--- src/hdl/core_pkg.sv ---
package core_pkg;

  typedef logic [31:0] word_t;   // data, pc and instruction word
  typedef logic [4:0]  reg_id_t;

  typedef enum logic [2:0] {
    ALU_ADD,
    ALU_SUB,
    ALU_AND,
    ALU_OR,
    ALU_XOR,
    ALU_SLT
  } alu_op_e;

  // major opcodes of the supported subset
  localparam logic [6:0] OP_REG    = 7'b0110011;
  localparam logic [6:0] OP_IMM    = 7'b0010011;
  localparam logic [6:0] OP_LOAD   = 7'b0000011;
  localparam logic [6:0] OP_STORE  = 7'b0100011;
  localparam logic [6:0] OP_BRANCH = 7'b1100011;

  localparam logic [2:0] F3_ADD  = 3'b000;  // also SUB, ADDI, BEQ
  localparam logic [2:0] F3_SLT  = 3'b010;
  localparam logic [2:0] F3_XOR  = 3'b100;
  localparam logic [2:0] F3_OR   = 3'b110;
  localparam logic [2:0] F3_AND  = 3'b111;
  localparam logic [2:0] F3_WORD = 3'b010;  // LW / SW

  localparam logic [6:0] F7_BASE = 7'b0000000;
  localparam logic [6:0] F7_SUB  = 7'b0100000;

  // beq x0, x0, 0 -- spins in place, used as halt
  localparam word_t HALT_INSTR = 32'h0000_0063;

endpackage

--- src/hdl/retire_port.sv ---
`timescale 1ns/10ps

module retire_port #(
  parameter int RETIRE_CREDITS = 4
) (
  input  logic              sys_clk,
  input  logic              rst_n,
  input  logic              wb_valid,
  input  core_pkg::word_t   wb_pc,
  input  core_pkg::reg_id_t wb_rd,
  input  logic              wb_reg_write,
  input  core_pkg::word_t   wb_data,
  input  logic              credit_return,
  output logic              advance,
  output logic              retire_valid,
  output core_pkg::word_t   retire_pc,
  output core_pkg::reg_id_t retire_rd,
  output logic              retire_reg_write,
  output core_pkg::word_t   retire_data
);

  localparam int CW = $clog2(RETIRE_CREDITS + 1);

  logic [CW-1:0] credits;

  // no credit left means the whole core stalls
  assign advance      = credits != '0;
  assign retire_valid = advance & wb_valid;

  assign retire_pc        = wb_pc;
  assign retire_rd        = wb_rd;
  assign retire_reg_write = retire_valid & wb_reg_write;
  assign retire_data      = wb_data;

  always_ff @(posedge sys_clk) begin
    if (!rst_n) begin
      credits <= CW'(RETIRE_CREDITS);
    end else begin
      credits <= credits - CW'(retire_valid) + CW'(credit_return);  // both may hit at once
    end
  end

endmodule

--- config.mk ---
export PLATFORM = sky130hd
export DESIGN_NAME = retire_port
export DESIGN_NICKNAME = d
export VERILOG_FILES = /design/src/hdl/core_pkg.sv /design/src/hdl/retire_port.sv
export SDC_FILE = /design/constraint.sdc
export NUM_CORES = 1
export LEC_CHECK = 0
export ABC_AREA = 1
export BUFFER_PORTS_ARGS = -buffer_cell sky130_fd_sc_hd__buf_2
export CAP_MARGIN = 10
export CORE_AREA = 2 2 57 59
export CTS_CLUSTER_DIAMETER = 60
export CTS_CLUSTER_SIZE = 20
export DETAILED_ROUTE_END_ITERATION = 16
export DIE_AREA = 0 0 59 61
export GPL_TIMING_DRIVEN = 1
export HOLD_SLACK_MARGIN = 0.08
export PLACE_DENSITY = 0.8
export SYNTH_ARGS = -nofsm -noshare
export SYNTH_HDL_FRONTEND = slang
export SYNTH_SLANG_ARGS = --single-unit
--- constraint.sdc ---
create_clock -name sys_clk -period 3.15 [get_ports sys_clk]
set_input_delay 0.315 -clock sys_clk [delete_from_list [all_inputs] [get_ports sys_clk]]
set_output_delay 0.315 -clock sys_clk [all_outputs]
set_load 0.1 [all_outputs]
* After elaboration in Yosys (flattened, before gate mapping)
Index checks and enable logic that the tools add are counted.
Storage, ports and cells: flip-flop bits (word level) 3, input port bits 74, output and inout port bits 72
Operators by class: add/subtract/negate cells 2, bitwise logic cells 2, reductions and logical operators 1
Operators by type and width (number):
- 3-bit by 1-bit adder with 3-bit output | 1
- 3-bit nonzero test | 1
- 3-bit by 1-bit subtractor with 3-bit output | 1
- 1-bit AND | 2

* Longest topological paths before layout
depth after elaboration 4, depth in mapped cells 10

* Worst setup path after synthesis
OpenSTA, ideal clock, no wires.
kind register to output, from register credits[1], to output retire_reg_write, arrival 1753 ps, data required time 2835 ps, setup slack 1082 ps, stages on the path, launching flop included 5, buffers on the path 0, path through dfxtp_1 -> inv_2 -> nand3_2 -> nand2_2 -> nor2_2
Between the ends: longest elaborated chain between the ends 3
RTL lines:
- start, declared | line retire_port.sv:24 | logic [CW-1:0] credits;
- start signal, assigned | line retire_port.sv:37 | credits <= CW'(RETIRE_CREDITS);
- start signal, assigned | line retire_port.sv:39 | credits <= credits - CW'(retire_valid) + CW'(credit_return);
- 3-bit nonzero test | line retire_port.sv:27 | assign advance = credits != '0;
- named net advance | line retire_port.sv:14 | output logic advance,
- 1-bit AND | line retire_port.sv:28 | assign retire_valid = advance & wb_valid;
- 1-bit AND | line retire_port.sv:32 | assign retire_reg_write = retire_valid & wb_reg_write;
- end, declared | line retire_port.sv:18 | output logic retire_reg_write,
The timed path passes the listed nets, and every way through them passes these cells.

* Worst setup path in the final report
from register credits[1], to output retire_reg_write
Between the ends: longest elaborated chain between the ends 3
RTL lines (line):
- 3-bit nonzero test | retire_port.sv:27
- 1-bit AND | retire_port.sv:28
- 1-bit AND | retire_port.sv:32
Every way passes these cells.

==> flow_metrics.env <==
export IMPL_synth_nets=174
export IMPL_h_tree_depth=1
export IMPL_crit_arrival_ns=1.34
export IMPL_cp_cell_sequence="inv_2 > nand3_2 > nand2_2 > nor2_2 > buf_2"
export IMPL_grt_max_degree=5
export IMPL_start_kind="flip-flop"
export IMPL_ys_seq_elements=3
export IMPL_synth_top_cell_area_share_pct=71.01
export IMPL_start_util_pct=24.70
export IMPL_clock_sinks=3
export IMPL_coreArea_um2=2953
export IMPL_cellPowerDensity_nw_per_um2=980.8
export IMPL_finalWeightedCongestion=0.5359
export IMPL_yosysUniqueCellTypes=13
export IMPL_rr_startpoint="credits[1]"
export IMPL_synth_yosys_seq_area_share_pct=8.233
export IMPL_crit_buf_inv=2
export IMPL_cts_made_buffers=3
export IMPL_pwr_share_comb_pct=56.6
export IMPL_switchingPower_uw=161.4
export IMPL_ctsHoldBuffers=0
export IMPL_track_usage_pct=4.989
export IMPL_synth_area_leaders="buf_4 71%, dfxtp_1 8.2%, inv_1 4.1%"
export IMPL_diodes=0
export IMPL_dieArea_um2=3599
export IMPL_via_count=266
export IMPL_crit_type="flip-flop to output pin"
export IMPL_hold_viol=0
export IMPL_grt_pass1_vias=274
export IMPL_yosysTopAreaCell="buf_4"
export IMPL_fin_worst_skew_ns=0.001535
export IMPL_netlist_instances=98
export IMPL_slew_viol_final=0
export IMPL_areaGrowthSynthToFinish_pct=-56.95
export IMPL_overflow=0
export IMPL_pwr_share_clk_pct=21.5
export IMPL_cts_repair_resized=0
export IMPL_chipHeight_um=61
export IMPL_p_leak_uw=0.0001669
export IMPL_swShare_pct=52.41
export IMPL_regMostFlops="credits"
export IMPL_path_clk_slew_ns=0.04
export IMPL_wl_um=923
export IMPL_post_synth_cell_area_avg_um2=7.443
export IMPL_via_per_inst=3.644
export IMPL_cts_buffer_depth=2
export IMPL_worstSkewPairLatency_ns=0.23
export IMPL_wl_per_cell_um=12.64
export IMPL_pin_count=146
export IMPL_tightest_slew_ns=0.4931
export IMPL_relSlewSlack_pct=67.36
export IMPL_hold_ws_ns=0.3082
export IMPL_setup_violations=0
export IMPL_cts_tree="built"
export IMPL_endpoint_kind="output pin"
export IMPL_period_share_pct=52.49
export IMPL_reg_top3="credits x3"
export IMPL_detail_route_antenna_nets=0
export IMPL_slowest_delay_ns=0.42
export IMPL_drc_errors=0
export IMPL_ctsRootBufferMaster="clkbuf_4"
export IMPL_grt_pass1_wl_mm=1.242
export IMPL_first_iter_violations=16
export IMPL_dr_pass1_iters=3
export IMPL_reg2reg_setup_slack_ns=1.63
export IMPL_rsz0062_at_grt="no"
export IMPL_hold_path_class="primary input to flip-flop"
export IMPL_io_buffer_count=7
export IMPL_row_count=20
export IMPL_ir_worst_vdd_mv=0.1559
export IMPL_layout_drive_gt1_share_pct=45.00
export IMPL_grt_antenna_before_repair=0
export IMPL_timing_fmax_mhz=604.7
export IMPL_setup_tns_ns=0
export IMPL_worstHoldStart="rst_n"
export IMPL_p_int_uw=146.6
export IMPL_crit_fanout=4
export IMPL_yosysWarnings=0
export IMPL_cp_required_ns=2.83
export IMPL_outcome="complete, no violations"
export IMPL_p_seq_share_pct=21.9
export IMPL_postLayoutSetupSlackWorst_ns=1.496
export IMPL_cpMaxStageDelayCell="buf_2"
export IMPL_post_place_ws_ns=1.627
export IMPL_fin_nets=117
export IMPL_max_cap_violations=0
export IMPL_largest_reg_flops=3
export IMPL_period_needed_ns=1.654
export IMPL_die_x_um=59
export IMPL_syn_area_um2=729.5
export IMPL_cts_setup_buffers=0
export IMPL_cp_top_family="buffers and inverters"
export IMPL_dp_final_hpwl_um=743
export IMPL_worstSetupStartpoint="credits[1]"
power by group through the flow:
stage / sequential (uW) / clock (uW) / combinational [uW]
global route: 69.1 / 75.7 / 190
detailed placement: 68.3 / 0 / 175
finish: 67.5 / 66.2 / 174
global placement: 67.5 / 0 / 176
floorplan: 66.3 / 0 / 563
CTS: 67.7 / 71.1 / 177
area by class of cell:
cell class / count / area, um2
Timing Repair Buffer: 7 / 35.03
Tap cell: 33 / 41.29
Clock buffer: 4 / 26.28
Inverter: 10 / 37.54
Sequential cell: 3 / 60.06
Multi-Input combinational cell: 16 / 113.9
Fill cell: 356 / 2639
final timing paths:
path / endpoint / cells after the start
worst min register to register: credits[2] / 3
worst max register to register: credits[2] / 10
worst max-delay path: retire_reg_write / 5
worst min-delay path: credits[2] / 2
cell usage in the layout (no fill, tap or decap), drive strengths merged:
| master | count |
|---|---|
| o21ai | 1 |
| inv | 10 |
| fa | 1 |
| nor2 | 2 |
| nand3 | 5 |
| dfxtp | 3 |
| nand2 | 6 |
| ha | 1 |
| clkbuf | 4 |
| buf | 7 |
kinds of logic after synthesis:
family / Yosys count / share of synthesized area, %
buf+inv: 79 / 76.16
simple gates: 13 / 9.947
flops: 3 / 8.234
fa+ha+maj: 2 / 4.460
compound gates: 1 / 1.201
metrics by stage:
step	cell area [um2]	power, uW	instances	util (%)
2_1_floorplan	729.5	629.1	98	-
3_3_place_gp	287.8	243.3	69	9.746
3_5_place_dp	287.8	243.4	69	9.746
4_1_cts	314.1	316.1	73	10.64
5_1_grt	314.1	335.1	73	10.64
6_report	314.1	308.0	73	10.64
Yosys cell counts, drive strengths merged:
| cell type | count |
|---|---|
| buf | 69 |
| dfxtp | 3 |
| fa | 1 |
| ha | 1 |
| inv | 10 |
| nand2 | 6 |
| nand3 | 5 |
| nor2 | 2 |
| o21ai | 1 |
layer usage:
metal | part of all wire (%) | track usage (%) | up-vias
li1 | - | - | 106
met3 | 28 | 4.691 | 28
met2 | 32 | 3.651 | 38
met4 | 16 | 14.94 | 0
met1 | 25 | 2.792 | 94
met5 | 0 | 0 | -
Power figures use the tool's default switching activity.
