`config.mk`:
```
export PLATFORM = sky130hd
export DESIGN_NAME = fetch_decode_stage
export DESIGN_NICKNAME = d
export VERILOG_FILES = /design/src/hdl/core_pkg.sv /design/src/hdl/fetch_decode_stage.sv
export SDC_FILE = /design/constraint.sdc
export NUM_CORES = 1
export LEC_CHECK = 0
export BUFFER_PORTS_ARGS = -buffer_cell sky130_fd_sc_hd__buf_2
export CORE_AREA = 3 3 309 311
export CTS_CLUSTER_SIZE = 14
export DETAILED_ROUTE_END_ITERATION = 8
export DIE_AREA = 0 0 312 314
export GPL_TIMING_DRIVEN = 0
export PLACE_DENSITY = 0.75
export SLEW_MARGIN = 5
export SYNTH_ARGS = -nofsm -noshare
export SYNTH_HDL_FRONTEND = slang
export SYNTH_SLANG_ARGS = --single-unit
export TNS_END_PERCENT = 50
```
`constraint.sdc`:
```
create_clock -name sys_clk -period 3.72 [get_ports sys_clk]
set_clock_uncertainty 0.15 [all_clocks]
set_input_delay 0.372 -clock sys_clk [delete_from_list [all_inputs] [get_ports sys_clk]]
set_output_delay 0.372 -clock sys_clk [all_outputs]
set_load 0.03 [all_outputs]
```
`src/hdl/core_pkg.sv`:
```
package core_pkg;

  typedef logic [31:0] word_t;   // data, pc and instruction word
  typedef logic [4:0]  reg_id_t;

  typedef enum logic [2:0] {
    ALU_ADD,
    ALU_SUB,
    ALU_AND,
    ALU_OR,
    ALU_XOR,
    ALU_SLT
  } alu_op_e;

  // major opcodes of the supported subset
  localparam logic [6:0] OP_REG    = 7'b0110011;
  localparam logic [6:0] OP_IMM    = 7'b0010011;
  localparam logic [6:0] OP_LOAD   = 7'b0000011;
  localparam logic [6:0] OP_STORE  = 7'b0100011;
  localparam logic [6:0] OP_BRANCH = 7'b1100011;

  localparam logic [2:0] F3_ADD  = 3'b000;  // also SUB, ADDI, BEQ
  localparam logic [2:0] F3_SLT  = 3'b010;
  localparam logic [2:0] F3_XOR  = 3'b100;
  localparam logic [2:0] F3_OR   = 3'b110;
  localparam logic [2:0] F3_AND  = 3'b111;
  localparam logic [2:0] F3_WORD = 3'b010;  // LW / SW

  localparam logic [6:0] F7_BASE = 7'b0000000;
  localparam logic [6:0] F7_SUB  = 7'b0100000;

  // beq x0, x0, 0 -- spins in place, used as halt
  localparam word_t HALT_INSTR = 32'h0000_0063;

endpackage

```
`src/hdl/fetch_decode_stage.sv`:
```
`timescale 1ns/10ps

module fetch_decode_stage (
  input  logic              sys_clk,
  input  logic              rst_n,
  input  logic              start,
  input  logic              advance,
  input  core_pkg::word_t   fetch_instr,
  input  logic              br_taken,
  input  core_pkg::word_t   br_target,
  input  core_pkg::reg_id_t ex_rd,
  input  logic              ex_mem_read,
  input  logic              wb_reg_write,
  input  core_pkg::reg_id_t wb_rd,
  input  core_pkg::word_t   wb_data,
  output core_pkg::word_t   fetch_addr,
  output logic              id_valid,
  output core_pkg::word_t   id_pc,
  output core_pkg::word_t   id_rs1_data,
  output core_pkg::word_t   id_rs2_data,
  output core_pkg::word_t   id_imm,
  output core_pkg::reg_id_t id_rs1,
  output core_pkg::reg_id_t id_rs2,
  output core_pkg::reg_id_t id_rd,
  output core_pkg::alu_op_e id_alu_op,
  output logic              id_use_imm,
  output logic              id_reg_write,
  output logic              id_mem_read,
  output logic              id_mem_write,
  output logic              id_is_branch
);

  core_pkg::word_t pc;
  core_pkg::word_t fd_instr;
  core_pkg::word_t fd_pc;
  logic            fd_valid;
  logic [6:0]      opcode;
  logic [2:0]      funct3;
  logic [6:0]      funct7;
  logic            legal_reg;
  logic            is_reg, is_imm, is_load, is_store, is_beq;
  logic            uses_rs1, uses_rs2;
  logic            load_use;
  core_pkg::word_t regs [32];

  assign fetch_addr = pc;
  assign id_pc      = fd_pc;
  assign opcode     = fd_instr[6:0];
  assign funct3     = fd_instr[14:12];
  assign funct7     = fd_instr[31:25];
  assign id_rd      = fd_instr[11:7];
  assign id_rs1     = fd_instr[19:15];
  assign id_rs2     = fd_instr[24:20];

  always_comb begin
    legal_reg = 1'b1;
    id_alu_op = core_pkg::ALU_ADD;
    if (funct7 == core_pkg::F7_SUB && funct3 == core_pkg::F3_ADD) begin
      id_alu_op = core_pkg::ALU_SUB;
    end else if (funct7 == core_pkg::F7_BASE) begin
      case (funct3)
        core_pkg::F3_ADD: id_alu_op = core_pkg::ALU_ADD;
        core_pkg::F3_AND: id_alu_op = core_pkg::ALU_AND;
        core_pkg::F3_OR:  id_alu_op = core_pkg::ALU_OR;
        core_pkg::F3_XOR: id_alu_op = core_pkg::ALU_XOR;
        core_pkg::F3_SLT: id_alu_op = core_pkg::ALU_SLT;
        default:          legal_reg = 1'b0;
      endcase
    end else begin
      legal_reg = 1'b0;
    end
    if (opcode != core_pkg::OP_REG) id_alu_op = core_pkg::ALU_ADD;  // address / addi
    if (opcode == core_pkg::OP_BRANCH) id_alu_op = core_pkg::ALU_SUB;
  end

  // unsupported encodings fall through as no-ops
  assign is_reg   = opcode == core_pkg::OP_REG && legal_reg;
  assign is_imm   = opcode == core_pkg::OP_IMM && funct3 == core_pkg::F3_ADD;
  assign is_load  = opcode == core_pkg::OP_LOAD && funct3 == core_pkg::F3_WORD;
  assign is_store = opcode == core_pkg::OP_STORE && funct3 == core_pkg::F3_WORD;
  assign is_beq   = opcode == core_pkg::OP_BRANCH && funct3 == core_pkg::F3_ADD;

  always_comb begin
    case (opcode)
      core_pkg::OP_STORE:  id_imm = {{20{fd_instr[31]}}, fd_instr[31:25], fd_instr[11:7]};
      core_pkg::OP_BRANCH: id_imm = {{19{fd_instr[31]}}, fd_instr[31], fd_instr[7],
                                     fd_instr[30:25], fd_instr[11:8], 1'b0};
      default:             id_imm = {{20{fd_instr[31]}}, fd_instr[31:20]};
    endcase
  end

  assign id_use_imm   = is_imm | is_load | is_store;
  assign id_reg_write = (is_reg | is_imm | is_load) && id_rd != '0;  // x0 never written
  assign id_mem_read  = is_load;
  assign id_mem_write = is_store;
  assign id_is_branch = is_beq;

  assign uses_rs1 = is_reg | is_imm | is_load | is_store | is_beq;
  assign uses_rs2 = is_reg | is_store | is_beq;
  assign load_use = fd_valid && ex_mem_read && ex_rd != '0 &&
                    ((uses_rs1 && id_rs1 == ex_rd) || (uses_rs2 && id_rs2 == ex_rd));
  assign id_valid = fd_valid & ~load_use;  // bubble on load-use

  // register file, same-cycle writeback read through
  assign id_rs1_data = (id_rs1 == '0) ? '0 :
                       (wb_reg_write && wb_rd == id_rs1) ? wb_data : regs[id_rs1];
  assign id_rs2_data = (id_rs2 == '0) ? '0 :
                       (wb_reg_write && wb_rd == id_rs2) ? wb_data : regs[id_rs2];

  always_ff @(posedge sys_clk) begin
    if (advance && wb_reg_write) begin
      regs[wb_rd] <= wb_data;
    end
  end

  always_ff @(posedge sys_clk) begin
    if (!rst_n) begin
      pc       <= '0;
      fd_valid <= 1'b0;
    end else if (advance) begin
      if (br_taken) begin
        pc       <= br_target;
        fd_valid <= 1'b0;  // flush
      end else if (!load_use) begin
        fd_valid <= start;
        if (start) pc <= pc + 32'd4;
      end
    end
  end

  always_ff @(posedge sys_clk) begin
    if (advance && !br_taken && !load_use) begin
      fd_instr <= fetch_instr;
      fd_pc    <= pc;
    end
  end

endmodule

```
Yosys cells after proc, flatten, opt, wreduce, memory -nomap -nowiden --
Memory sizes are Yosys's and may differ from the RTL's. A register that Yosys moved wholly into a read port is not among the register bits. Index checks and enable logic that the tools add are counted. W data, S select, Z words.
Word-level totals: bits in registers 97, bits in writable memories 1024, input bits 113, output and inout bits 184, logic and storage cells 84, memories 1
Memories:
- regs | depth 32, width 32, read ports 2, clocked after Yosys merged registers in 2, wr ports 1, RTL line fetch_decode_stage.sv:44 | core_pkg::word_t regs [32];
Operators by class: add/sub/neg operators 1, eq/ne operators 16, muxes and demuxes 22, bitwise logic cells 10, reductions and logical operators 30
Operator list (count):
- $mux W32 | 7
- $add A32 B3 Y32 const B | 1
- $pmux W12 S2 | 1
- $eq A7 B6 Y1 const B | 3
- $eq A5 B5 Y1 | 4
- $logic_and A1 B1 Y1 | 17
- $mux W3 | 4
- $pmux W3 S4 | 1
- $logic_not A5 Y1 | 2
- $mux W5 | 2
- $reduce_bool A5 Y1 | 2
- $eq A3 B3 Y1 const B | 3
- $or A1 B1 Y1 | 8
- $eq A7 B2 Y1 const B | 1
- $eq A7 B5 Y1 const B | 1
- $eq A7 B7 Y1 const B | 1
- $logic_not A7 Y1 | 1
- $mux W1 | 7
- $ne A7 B6 Y1 const B | 1
- $reduce_or A5 Y1 | 1
- $eq A3 B2 Y1 const B | 1
- $logic_not A3 Y1 | 1
- $reduce_and A3 Y1 | 1
- $logic_not A1 Y1 | 2
- other kinds (6) | 6

Logic depth before layout (Yosys ltp) --
word-level depth 16, gate-level depth with buffers 9, depth with buffers taken out 8

Worst setup path before layout --
OpenSTA, ideal clock, no wires.
kind input -> register, start in advance, end mem regs[28][0] in the netlist's numbering, enable pin, library setup time 0.421 ns, arrival 2.595 ns, data required time 3.149 ns, path slack 0.554 ns, stages 5, path buffers 2, path through clkbuf_1 > nand2_1 > or3_1 > clkbuf_1 > nor2_1
Between the ends: longest elaborated chain between the ends 3
Ends and longest elaborated chain:
- start, declared | RTL line fetch_decode_stage.sv:7 | input logic advance,
- $logic_and A1 B1 Y1 | RTL line fetch_decode_stage.sv:111 | if (advance && wb_reg_write) begin
- $mux W1 | RTL line fetch_decode_stage.sv:111
- $mux W1 (implied by the code) | RTL line fetch_decode_stage.sv:112 | regs[wb_rd] <= wb_data;
- end, declared | RTL line fetch_decode_stage.sv:44
Every way passes these cells.

==> impl_metrics.toml <==
[outcome]
outcome = "finished with violations"
violations = "setup timing"

[setup_path]
cpPeakStageDelay_ns = 0.72
crit_path_end_kind = "output pin"
cp_max_fo = 10
path_cells = "clkbuf_1 > clkdlybuf4s15_2 > mux2i_1 > a211oi_1 > buf_2"
cp_slowest_cell = "clkbuf_1"
cp_data_required_time_ns = 3.20
cp-start-kind = "flip-flop"
path_class = "flip-flop to output pin"
worstPathArrival_ns = 3.29

[timing]
setup_viol = 30
post-route-period-util_pct = 102
worst_slew_pin_slew_ns = 1.13
slew_viol_final = 0
min_period_ns = 3.81
relSlewSlack_pct = 24.8
rsz0062_at_grt = "yes"
hold_viol = 0
postLayoutSetupSlackWorst_ns = -0.0884
max_freq_mhz = 263

[clock_tree]
insertion_delay_ns = 0.69
htreeDepth = 3
cts_buffers = 115
cts_buffer_depth = 3
clk_pin_slew_worst_paths_ns = 0.06
cts_tree = "yes"
cts_root_buf = "clkbuf_16"
cts.sink_count = 1131

[flow_run]
cap_violations = 0

[synthesis]
yosysTopAreaCellShare_pct = 61.9
ys_types = 73
synth_common_cells = "edfxtp_1 (1088), mux4_2 (640), nor2_1 (130)"
synth_top_area_cell = "edfxtp_1"
synth_area_leaders = "edfxtp_1 (62%), mux4_2 (27%), dfxtp_1 (1.6%), mux2i_1 (1.3%), nor2_1 (0.92%)"
yosysMostFrequentCell = "edfxtp_1"
synth-seq-area-share_pct = 63.5
synthFlopType = "edfxtp_1"
synthArstFlopShare_pct = 0
syn_nets = 2682
synth_area_mm2 = 0.0528
avgSynthCellArea_um2 = 20.6
yosysWarnings = 0
synth-edff-count = 1088
syn-instance-count = 2568
synth-seq-cells = 1131

[die]
die_x_um = 312
die-area_mm2 = 0.0980
rows = 112
initial_core_util_pct = 56.7
die_h_um = 314
coreArea_mm2 = 0.0930
ios = 297

[pwr]
vdd_ir_drop_max_uv = 524
power.leakage_nw = 20.8
power.total_w = 0.0310
p_per_area_mw_per_mm2 = 489

[route]
vias = 32500
drt_pass1_iterations = 5
drtAntennaViolNets = 0
first_iter_violations = 4972
remaining_drc_errors = 0
wl_per_cell_um = 38.0
via_per_inst = 7.30
wl_mm = 169

[global_route]
grt_pass1_vias = 33700
grt_util_met1_pct = 44.2
overflow = 0
use_met2_pct = 57.2
grt.busiest_layer = "met2"
track_usage_pct = 34.2
grt_pass1_wl_mm = 238
antenna_found_initial = 0
grt_max_degree = 74
use_met3_pct = 6.02

[final_layout]
nets = 3209
layout-drive-gt1-share_pct = 46.4
area_delta_synth_final_pct = 19.9
final_area_mm2 = 0.0633
diodes = 0
seq_area_mm2 = 0.0335
multi_input_area_mm2 = 0.0186
final.fill_count = 5719

[placed_design]
gp_congestion = 0.892
postPlaceCellArea_mm2 = 0.0569
port_buffers = 291
dp_slack_ns = -0.498
dp_hpwl_mm = 110

[worst_hold_path]
hold_path_class = "input port to flip-flop"
-- worst max-delay path: cells and delay by family, from the launching register on --
family | cells | cell delay, ns
multiplexers | 1 | 0.15
flip-flops | 1 | 0.32
AO/OA/AOI/OAI | 1 | 0.42
buffers and inverters | 3 | 1.68
-- cell usage in the layout, fill, tap and decap left out, types with 7 or more instances in the layout --
cell type      instances
xor2_1                15
a211oi_1              45
dlygate4sd3_1         62
nor2_1                96
o21ai_0               17
clkbuf_4              26
dfxtp_1               38
buf_12                54
clkinv_2              20
clkbuf_16            129
mux2i_2               23
inv_1                  9
buf_2                286
mux2i_1               38
mux4_2               640
nor3_1                 7
a32o_1                 8
edfxtp_1            1088
nand4_1                7
nor2_4                34
clkbuf_8              31
buf_16                20
and3_1                10
nand2_1               54
bufinv_16             15
clkbuf_1              47
clkbuf_2              28
buf_4                 75
a21oi_1               17
mux2_4                 9
a211oi_2              18
xnor2_1                8
nand3_1               24
buf_8                 13
o211ai_1               7
clkinv_1              30
-- report_power, final --
group / switching, W / internal (W)
sequential: 0.000154 / 0.0141
combinational: 0.00272 / 0.00219
clock: 0.00498 / 0.00681
total: 0.00786 / 0.0231
-- cell families (layout without fill, tap and decap cells) --
group                    after synthesis  in the layout  share of synthesized area, %
AO/OA/AOI/OAI                        168            168                          2.34
AND/OR/NAND/NOR                      277            277                          2.54
flip-flops                          1131           1131                          63.5
buffers and inverters                245            868                          2.19
XOR/XNOR                              23             23                         0.382
multiplexers                         723            723                          29.0
adder cells (fa/ha/maj)                1              1                        0.0237
-- stage by stage --
step                hold WS [ns]  utilization, %  cells  setup TNS (ns)
floorplan                  0.321               -   2568               0
global placement           0.321            60.0   4113        -1494.35
detailed placement         0.323            61.1   4151          -23.64
CTS                      0.00150            67.3   4427          -0.646
global route              0.0521            68.0   4445           -2.61
finish                    0.0373            68.0   4445          -0.888
-- sequential cells by signal, indices dropped and copies added (netlist names), named ones only --
signal	cells
fd_instr	32
fetch_addr	32
regs	1024
fd_valid	1
id_pc	32
-- layer usage --
metal / vias up / part of all wire (%)
met5: - / 0
met3: 501 / 11
li1: 12200 / -
met4: 0 / 5.5
met2: 2735 / 50
met1: 17000 / 33
-- final cells by class --
| class | count | area share (%) |
|---|---|---|
| multi-input cells | 1192 | 29.4 |
| inverters | 9 | 0.0534 |
| clock inverters | 75 | 1.21 |
| flip-flops and latches | 1131 | 53.0 |
| plain buffers | 231 | 3.74 |
| repair buffers | 415 | 5.30 |
| clock buffers | 138 | 4.78 |
| well taps | 1254 | 2.48 |
-- timing repair --
| action | 4_1_cts | 5_1_grt |
|---|---|---|
| setup buffers | 5 | 7 |
| setup endpoints to repair | 64 | 62 |
| hold buffers | 62 | 0 |
| pin swaps | 2 | 4 |
| resized for setup | 427 | 91 |
| endpoints found under the hold margin | 69 | 0 |
| gates cloned | 0 | 12 |
-- final timing paths --
| check | from | endpoint | slack (ns) | depth (start not counted) |
|---|---|---|---|---|
| worst max-delay path | flip-flop | id_rs2_data[13] | -0.09 | 5 |
| worst min-delay path | rst_n | fetch_addr[29] | 0.04 | 2 |
| worst min register to register | fetch_addr[8] | id_pc[8] | 0.35 | 0 |
| worst max register to register | fd_instr[31] | fetch_addr[26] | 0.38 | 8 |
Power figures use the tool's default switching activity.
