==> config.mk <==
export PLATFORM = sky130hd
export DESIGN_NAME = execute_stage
export DESIGN_NICKNAME = d
export VERILOG_FILES = /design/src/hdl/core_pkg.sv /design/src/hdl/execute_stage.sv
export SDC_FILE = /design/constraint.sdc
export NUM_CORES = 1
export LEC_CHECK = 0
export BUFFER_PORTS_ARGS = -buffer_cell sky130_fd_sc_hd__clkbuf_2
export CELL_PAD_IN_SITES_DETAIL_PLACEMENT = 0
export CELL_PAD_IN_SITES_GLOBAL_PLACEMENT = 1
export CORE_AREA = 2 2 215 217
export CTS_CLUSTER_DIAMETER = 40
export DETAILED_ROUTE_END_ITERATION = 7
export DIE_AREA = 0 0 217 219
export PLACE_DENSITY_LB_ADDON = 0.1
export REMOVE_ABC_BUFFERS = 1
export SLEW_MARGIN = 20
export SYNTH_ARGS = -nofsm -noshare
export SYNTH_HDL_FRONTEND = slang
export SYNTH_SLANG_ARGS = --single-unit
export TNS_END_PERCENT = 20
==> constraint.sdc <==
create_clock -name sys_clk -period 5.7 [get_ports sys_clk]
set_clock_uncertainty 0.1 [all_clocks]
set_input_delay 0 -clock sys_clk [delete_from_list [all_inputs] [get_ports sys_clk]]
set_output_delay 0 -clock sys_clk [all_outputs]
set_load 0.01 [all_outputs]
==> src/hdl/core_pkg.sv <==
package core_pkg;

  typedef logic [31:0] word_t;   // data, pc and instruction word
  typedef logic [4:0]  reg_id_t;

  typedef enum logic [2:0] {
    ALU_ADD,
    ALU_SUB,
    ALU_AND,
    ALU_OR,
    ALU_XOR,
    ALU_SLT
  } alu_op_e;

  // major opcodes of the supported subset
  localparam logic [6:0] OP_REG    = 7'b0110011;
  localparam logic [6:0] OP_IMM    = 7'b0010011;
  localparam logic [6:0] OP_LOAD   = 7'b0000011;
  localparam logic [6:0] OP_STORE  = 7'b0100011;
  localparam logic [6:0] OP_BRANCH = 7'b1100011;

  localparam logic [2:0] F3_ADD  = 3'b000;  // also SUB, ADDI, BEQ
  localparam logic [2:0] F3_SLT  = 3'b010;
  localparam logic [2:0] F3_XOR  = 3'b100;
  localparam logic [2:0] F3_OR   = 3'b110;
  localparam logic [2:0] F3_AND  = 3'b111;
  localparam logic [2:0] F3_WORD = 3'b010;  // LW / SW

  localparam logic [6:0] F7_BASE = 7'b0000000;
  localparam logic [6:0] F7_SUB  = 7'b0100000;

  // beq x0, x0, 0 -- spins in place, used as halt
  localparam word_t HALT_INSTR = 32'h0000_0063;

endpackage

==> src/hdl/execute_stage.sv <==
`timescale 1ns/10ps

module execute_stage (
  input  logic              sys_clk,
  input  logic              rst_n,
  input  logic              advance,
  input  logic              id_valid,
  input  core_pkg::word_t   id_pc,
  input  core_pkg::word_t   id_rs1_data,
  input  core_pkg::word_t   id_rs2_data,
  input  core_pkg::word_t   id_imm,
  input  core_pkg::reg_id_t id_rs1,
  input  core_pkg::reg_id_t id_rs2,
  input  core_pkg::reg_id_t id_rd,
  input  core_pkg::alu_op_e id_alu_op,
  input  logic              id_use_imm,
  input  logic              id_reg_write,
  input  logic              id_mem_read,
  input  logic              id_mem_write,
  input  logic              id_is_branch,
  input  logic              wb_reg_write,
  input  core_pkg::reg_id_t wb_rd,
  input  core_pkg::word_t   wb_data,
  output core_pkg::reg_id_t ex_rd,
  output logic              ex_mem_read,
  output logic              br_taken,
  output core_pkg::word_t   br_target,
  output logic              mem_valid,
  output core_pkg::word_t   mem_pc,
  output core_pkg::reg_id_t mem_rd,
  output core_pkg::word_t   mem_result,
  output core_pkg::word_t   mem_store_data,
  output logic              mem_reg_write,
  output logic              mem_mem_read,
  output logic              mem_mem_write
);

  logic              ex_valid;
  core_pkg::word_t   ex_pc;
  core_pkg::word_t   ex_rs1_data;
  core_pkg::word_t   ex_rs2_data;
  core_pkg::word_t   ex_imm;
  core_pkg::reg_id_t ex_rs1;
  core_pkg::reg_id_t ex_rs2;
  core_pkg::alu_op_e ex_alu_op;
  logic              ex_use_imm;
  logic              ex_reg_write;
  logic              ex_mem_write;
  logic              ex_is_branch;
  logic              id_live;
  core_pkg::word_t   op_a, op_b, alu_b, alu_res;

  assign id_live = id_valid & ~br_taken;  // younger instr dies on a taken branch

  // mem-stage result first, loads excluded (stall covers them)
  assign op_a = (mem_reg_write && !mem_mem_read && mem_rd == ex_rs1) ? mem_result :
                (wb_reg_write && wb_rd == ex_rs1) ? wb_data : ex_rs1_data;
  assign op_b = (mem_reg_write && !mem_mem_read && mem_rd == ex_rs2) ? mem_result :
                (wb_reg_write && wb_rd == ex_rs2) ? wb_data : ex_rs2_data;

  assign alu_b = ex_use_imm ? ex_imm : op_b;

  always_comb begin
    case (ex_alu_op)
      core_pkg::ALU_SUB: alu_res = op_a - alu_b;
      core_pkg::ALU_AND: alu_res = op_a & alu_b;
      core_pkg::ALU_OR:  alu_res = op_a | alu_b;
      core_pkg::ALU_XOR: alu_res = op_a ^ alu_b;
      core_pkg::ALU_SLT: alu_res = {31'd0, $signed(op_a) < $signed(alu_b)};
      default:           alu_res = op_a + alu_b;  // add, load/store address
    endcase
  end

  assign br_taken  = ex_is_branch && op_a == op_b;
  assign br_target = ex_pc + ex_imm;

  always_ff @(posedge sys_clk) begin
    if (!rst_n) begin
      ex_valid      <= 1'b0;
      ex_reg_write  <= 1'b0;
      ex_mem_read   <= 1'b0;
      ex_mem_write  <= 1'b0;
      ex_is_branch  <= 1'b0;
      mem_valid     <= 1'b0;
      mem_reg_write <= 1'b0;
      mem_mem_read  <= 1'b0;
      mem_mem_write <= 1'b0;
    end else if (advance) begin
      ex_valid      <= id_live;
      ex_reg_write  <= id_live & id_reg_write;
      ex_mem_read   <= id_live & id_mem_read;
      ex_mem_write  <= id_live & id_mem_write;
      ex_is_branch  <= id_live & id_is_branch;
      mem_valid     <= ex_valid;
      mem_reg_write <= ex_reg_write;
      mem_mem_read  <= ex_mem_read;
      mem_mem_write <= ex_mem_write;
    end
  end

  always_ff @(posedge sys_clk) begin
    if (advance) begin
      ex_pc          <= id_pc;
      ex_rs1_data    <= id_rs1_data;
      ex_rs2_data    <= id_rs2_data;
      ex_imm         <= id_imm;
      ex_rs1         <= id_rs1;
      ex_rs2         <= id_rs2;
      ex_rd          <= id_rd;
      ex_alu_op      <= id_alu_op;
      ex_use_imm     <= id_use_imm;
      mem_pc         <= ex_pc;
      mem_rd         <= ex_rd;
      mem_result     <= alu_res;
      mem_store_data <= op_b;
    end
  end

endmodule

; Yosys cells after proc, flatten, opt, wreduce, memory -nomap -nowiden
; Index checks and enable logic that the tools add are counted.
[classes]
eq_ne = 10
n_addsub = 3
n_lt_le_gt_ge = 1
shifts = 0
mux = 6
div_mod_pow = 0
multipliers = 0
n_bitwise = 9
reduce_logical = 7
[ops]
columns = cell, n
row1 = 32-bit 2-to-1 mux, 5
row2 = 32-bit case mux with 5 select lines, 1
row3 = 32-bit adder, 2
row4 = 32-bit bitwise AND, 1
row5 = 32-bit equality test, 1
row6 = 32-bit < comparator, 1
row7 = 32-bit OR, 1
row8 = 32-bit subtractor, 1
row9 = 32-bit XOR, 1
row10 = 5-bit equality test, 4
row11 = "3-bit by 2-bit equality test with 1-bit output, second input constant", 2
row12 = "3-bit equality test, second input constant", 2
row13 = 1-bit logical AND, 6
row14 = 1-bit bitwise AND, 5
row15 = "3-bit by 1-bit equality test with 1-bit output, second input constant", 1
row16 = 1-bit zero test, 1
row17 = 1-bit NOT, 1
[totals]
reg_bits = 257
n_memories = 0
wordCells = 58
mem_bits_rw = 0
latch_bits = 0
out_inout_bits = 144
romBits = 0
input_bits = 193

; Depth between registers and ports, before layout
[logic_depth]
depth_word = 9
depth_mapped = 23
depth_no_buf = 18

; Least setup slack after synthesis
; No wires, ideal clock.
[synth_timing]
kind = register to register
startpoint = reg mem_rd[3]
endpoint = reg mem_result[30], data pin
path_stages_with_launch = 23
slack_ns = 0.211
arrival_ns = 5.133
period_less_slack_ns = 5.489
n_path_buf = 6
setup_ns = 0.255
cell_sequence = edfxtp_1 xnor2_1 nand4_1 or2_1 clkbuf_1 clkbuf_1 clkbuf_1 buf_1 clkbuf_1 a21oi_1 mux2_2 ha_1 buf_2 inv_1 a21oi_1 or4b_1 a21oi_1 a211oi_2 o21ai_1 o31ai_2 a31oi_1 mux2_2 and3_1
[synth_via]
elab_chain_len = 6
[synth_lines]
columns = item, line_no
row1 = "start, declared", execute_stage.sv:30  ; output core_pkg::reg_id_t mem_rd,
row2 = "start signal, assigned", execute_stage.sv:113  ; mem_rd <= ex_rd;
row3 = 5-bit equality test *, execute_stage.sv:58  ; assign op_b = (mem_reg_write && !mem_mem_read && mem_rd == ex_rs2) ? mem_result :
row4 = 1-bit logical AND *, execute_stage.sv:58
row5 = 32-bit 2-to-1 mux *, execute_stage.sv:58
row6 = named net op_b[7], execute_stage.sv:51  ; core_pkg::word_t op_a, op_b, alu_b, alu_res;
row7 = 32-bit 2-to-1 mux *, execute_stage.sv:61  ; assign alu_b = ex_use_imm ? ex_imm : op_b;
row8 = 32-bit adder or 32-bit subtractor (tied branches), "execute_stage.sv:70, execute_stage.sv:65"
row9 = 32-bit case mux with 5 select lines *, execute_stage.sv:64  ; case (ex_alu_op)
row10 = named net alu_res[30], execute_stage.sv:51
row11 = "end signal, assigned", execute_stage.sv:114  ; mem_result <= alu_res;
row12 = "end, declared", execute_stage.sv:31  ; output core_pkg::word_t mem_result,
; The timed path passes the listed nets; every way through them passes the cells marked *.
; A chain may end at the register's enable or synchronous reset.

; Worst setup path after layout
[layout_timing]
startpoint = reg ex_rs2[2]
endpoint = reg mem_result[30], data pin
[layout_via]
elab_chain_len = 7
[layout_lines]
columns = item, line_no
row1 = "start, declared", execute_stage.sv:44  ; core_pkg::reg_id_t ex_rs2;
row2 = "start signal, assigned", execute_stage.sv:108  ; ex_rs2 <= id_rs2;
row3 = 5-bit equality test, execute_stage.sv:59  ; (wb_reg_write && wb_rd == ex_rs2) ? wb_data : ex_rs2_data;
row4 = 1-bit logical AND, execute_stage.sv:59
row5 = 32-bit 2-to-1 mux, execute_stage.sv:59
row6 = 32-bit 2-to-1 mux *, execute_stage.sv:58
row7 = 32-bit 2-to-1 mux *, execute_stage.sv:61
row8 = 32-bit adder (tied with other cells), execute_stage.sv:70  ; default: alu_res = op_a + alu_b;
row9 = 32-bit case mux with 5 select lines *, execute_stage.sv:64
row10 = named net alu_res[30], execute_stage.sv:51
; Marked as above.

==> flow_metrics.py <==
metrics = {
    "floorplanning": {
        "placementRows": 78,
        "fp.dieH_um": 219,
        "dieWidth_um": 217,
        "die-area_mm2": 0.04752,
        "ios": 337,
        "start_util_pct": 38.63,
        "core_mm2": 0.04509,
    },
    "power_and_ir_drop": {
        "p_leak_nw": 9.888,
        "ir_drop_mv": 0.2458,
        "p_per_area_mw_per_mm2": 318.8,
    },
    "clock_tree": {
        "cts_root_buf": "clkbuf_16",
        "numCtsBuffers": 49,
        "clockBufferDepth": 3,
        "clk_latency_ns": 0.59,
        "htreeDepth": 2,
        "cts_tree": "built",
        "cts.sinks": 257,
        "cts.reportedPaths.clkPinSlew_ns": 0.06,
    },
    "setup_path": {
        "arrival_ns": 5.59,
        "reg2reg_to": "mem_result[30]",
        "crit_fanout": 18,
        "worstPathCellList": "xnor2_2, nand4_4, buf_4, o21ai_0, a31o_2, o21ai_0, ha_1, inv_1, fa_1, nand2b_1, a221oi_1, or4b_1, a21oi_2, a211oi_2, buf_4, o21ai_1, o31ai_2, a31oi_1, mux2_2, and3_1",
        "cp_data_required_time_ns": 5.92,
        "cpPeakStageDelay_ns": 0.51,
        "r2r_slack_ns": 0.33,
        "crit_cells": 20,
        "timing.critical_path.from": "ex_rs2[2]",
        "criticalPathCategory": "flip-flop to flip-flop",
        "start_kind": "flip-flop",
        "cpLargestDelayFamily": "compound AO/OA/AOI/OAI gates",
        "path_buf_inv": 3,
        "worstReg2RegStart": "ex_rs2[2]",
        "worst_setup_path_end_kind": "flip-flop",
        "reg2reg_depth": 20,
        "cp-endpoint": "mem_result[30]",
        "critPathSlowestCell": "or4b_1",
    },
    "logic_synthesis": {
        "async_reset_ff_share_pct": 0,
        "synth_top_area_share_pct": 42.76,
        "ys_warn_count": 0,
        "syn_avg_cell_area_um2": 9.817,
        "synthFlopType": "edfxtp_1",
        "synthCells": 1774,
        "ys_types": 85,
        "netlist_area_mm2": 0.01742,
        "synth_edf_count": 248,
        "synth_area_leaders": "edfxtp_1, ha_1, a21oi_1",
        "synth_top_cell_by_area": "edfxtp_1",
        "ys_seq_area_share_pct": 43.80,
        "ys_seq_elements": 257,
    },
    "grt": {
        "grt_pass1_vias": 16202,
        "overflow": 0,
        "grt_usage_pct": 27.41,
        "antenna_found_initial": 1,
        "grt_pass1_wl_um": 97720,
        "grt_start_max_net_pins": 177,
    },
    "finish": {
        "final_cell_area_mm2": 0.02354,
        "layout_commonest_cell": "clkbuf_2",
        "nets": 2640,
        "fillers": 4218,
        "area_growth_pct": 35.15,
        "layout-drive-gt1-share_pct": 23.83,
        "final_cell_mix": "clkbuf_2, edfxtp_1, dlygate4sd3_1, a21oi_1, inv_1",
        "final_core_util_pct": 52.20,
        "multi_input_area_mm2": 0.008925,
        "area.sequential_mm2": 0.007627,
    },
    "timing": {
        "period_share_pct": 94.17,
        "final_hold_viol_count": 0,
        "timing.fmax_mhz": 186.3,
        "fin_crit_ns": 5.368,
        "maxSlewHeadroom_pct": 22.10,
        "worst_pin_slew_ns": 1.168,
        "holdWs_ns": 0.01390,
        "slew_violations": 0,
        "setup_viol": 0,
    },
    "flow_run": {
        "cap_violations": 0,
    },
    "min_path": {
        "min_path_cells": 3,
        "hold_class": "input port to flip-flop",
        "worstHoldStart": "wb_data[9]",
    },
    "route": {
        "routed_via_density": 5.519,
        "drtIter0Drc": 1321,
        "antenna_left": 0,
        "vias": 16330,
        "routedWlPerCell_um": 22.41,
        "dr.pass1.iters": 5,
        "drc": 0,
        "wirelength_um": 66320,
    },
    "placed_design": {
        "io_buffer_count": 336,
        "gp_congestion": 0.9295,
        "hpwl_um": 49960,
        "place_area_mm2": 0.01996,
    },
    "outcome": {
        "status": "finished, final reports clean",
    },
}
[flip-flops by register name (all words and copies together), names as in the netlist, 3 cells and up]
signal / flops
ex_rs1_data: 32
ex_rs1: 5
mem_result: 32
mem_store_data: 32
ex_pc: 32
mem_pc: 32
ex_rs2_data: 32
ex_rd: 5
mem_rd: 5
ex_imm: 32
ex_rs2: 5
ex_alu_op: 3
[kinds of logic (layout without fill, tap and decap cells)]
group                    Yosys count  in the layout  share of synthesized area, %
buffers and inverters            241            825                         5.489
flip-flops                       257            257                         43.80
multiplexers                      52             52                         3.104
other                              0              1                             0
AND/OR/NAND/NOR                  423            423                         11.85
XOR/XNOR                          94             94                         4.727
AO/OA/AOI/OAI                    577            577                         21.56
adder cells (fa/ha/maj)          130            130                         9.469
[report_power, final]
group | switching, W | internal [W]
Sequential | 0.000140 | 0.00229
Clock | 0.00108 | 0.00173
Combinational | 0.00134 | 0.000923
[synthesized netlist by cell type (4+ instances only)]
| library cell | n |
|---|---|
| edfxtp_1 | 248 |
| a21oi_1 | 164 |
| inv_1 | 142 |
| ha_1 | 127 |
| o21ai_0 | 125 |
| nor2_1 | 114 |
| nand2_1 | 104 |
| xnor2_1 | 80 |
| clkbuf_1 | 70 |
| nor3_1 | 55 |
| nand3_1 | 52 |
| mux2i_1 | 36 |
| a21o_1 | 29 |
| o22ai_1 | 25 |
| a31oi_1 | 22 |
| a31o_2 | 20 |
| o221ai_1 | 20 |
| o21a_1 | 19 |
| a211oi_1 | 17 |
| a22oi_1 | 17 |
| a221o_1 | 16 |
| a221oi_1 | 16 |
| mux2_2 | 16 |
| nor2b_1 | 16 |
| buf_2 | 15 |
| o21bai_1 | 15 |
| xor2_1 | 14 |
| nand2b_1 | 12 |
| nor4_1 | 11 |
| buf_1 | 9 |
| dfxtp_1 | 9 |
| or3_1 | 9 |
| nand4_1 | 8 |
| o211ai_1 | 7 |
| or2_2 | 7 |
| and2_1 | 6 |
| o31a_1 | 6 |
| a22o_1 | 5 |
| a2bb2oi_1 | 4 |
| and3_1 | 4 |
| and4_1 | 4 |
| o31ai_1 | 4 |
[cell type report]
cell class                      count  share of cell area [%]
Antenna cell                        1                 0.01063
Clock buffer                       55                   5.396
Clock inverter                     37                   1.446
Inverter                          145                   2.312
Multi-Input combinational cell   1276                   37.92
Sequential cell                   257                   32.41
Tap cell                          600                   3.190
Timing Repair Buffer              588                   17.32
[timing repair]
item                       CTS  global route
setup endpoints to repair    2            10
hold endpoints to repair   259             0
gates resized for setup      1            16
gates cloned                 0             0
pin swaps                    0             2
hold buffers               187             0
setup buffers                0             1
[worst min-delay path by stage]
stage                         to  slack, ns
6_report       mem_store_data[9]       0.01
5_1_grt                ex_pc[12]       0.02
4_1_cts                 ex_rd[3]     0.0003
3_5_place_dp           ex_imm[6]       0.08
3_3_place_gp           ex_pc[17]       0.08
2_1_floorplan       ex_alu_op[0]     -0.001
[metal layers]
| metal | routed length (µm) | share of wire (%) | vias to the layer above | GRT usage, % |
|---|---|---|---|---|
| met3 | 4259 | 6.4 | 121 | 5.003 |
| met5 | 13 | 0.020 | - | 0 |
| met1 | 27730 | 42 | 7906 | 34.65 |
| li1 | - | - | 7692 | - |
| met2 | 31740 | 48 | 609 | 46.16 |
| met4 | 2584 | 3.9 | 2 | 11.39 |
[worst register-to-register path, stage by stage, from the launching register on]
cell,delay (ns)
edfxtp_1,0.45
xnor2_2,0.19
nand4_4,0.13
buf_4,0.26
o21ai_0,0.12
a31o_2,0.33
o21ai_0,0.36
ha_1,0.24
inv_1,0.07
fa_1,0.47
nand2b_1,0.12
a221oi_1,0.10
or4b_1,0.51
a21oi_2,0.25
a211oi_2,0.10
buf_4,0.16
o21ai_1,0.30
o31ai_2,0.12
a31oi_1,0.20
mux2_2,0.34
and3_1,0.17
[stage by stage]
step | power [W] | std cells | worst slack (ns) | setup TNS (ns)
after floorplan | 0.003736 | 1678 | -0.1080 | -0.1080
after global placement | 0.004579 | 2678 | 0.02885 | 0
after detailed placement | 0.004586 | 2678 | -0.03292 | -0.03292
after CTS | 0.007530 | 2957 | 0.1272 | 0
after global routing | 0.007858 | 2958 | -0.01647 | -0.01647
final | 0.007503 | 2959 | 0.3323 | 0
Note: power is estimated with default switching activity, not from simulation.
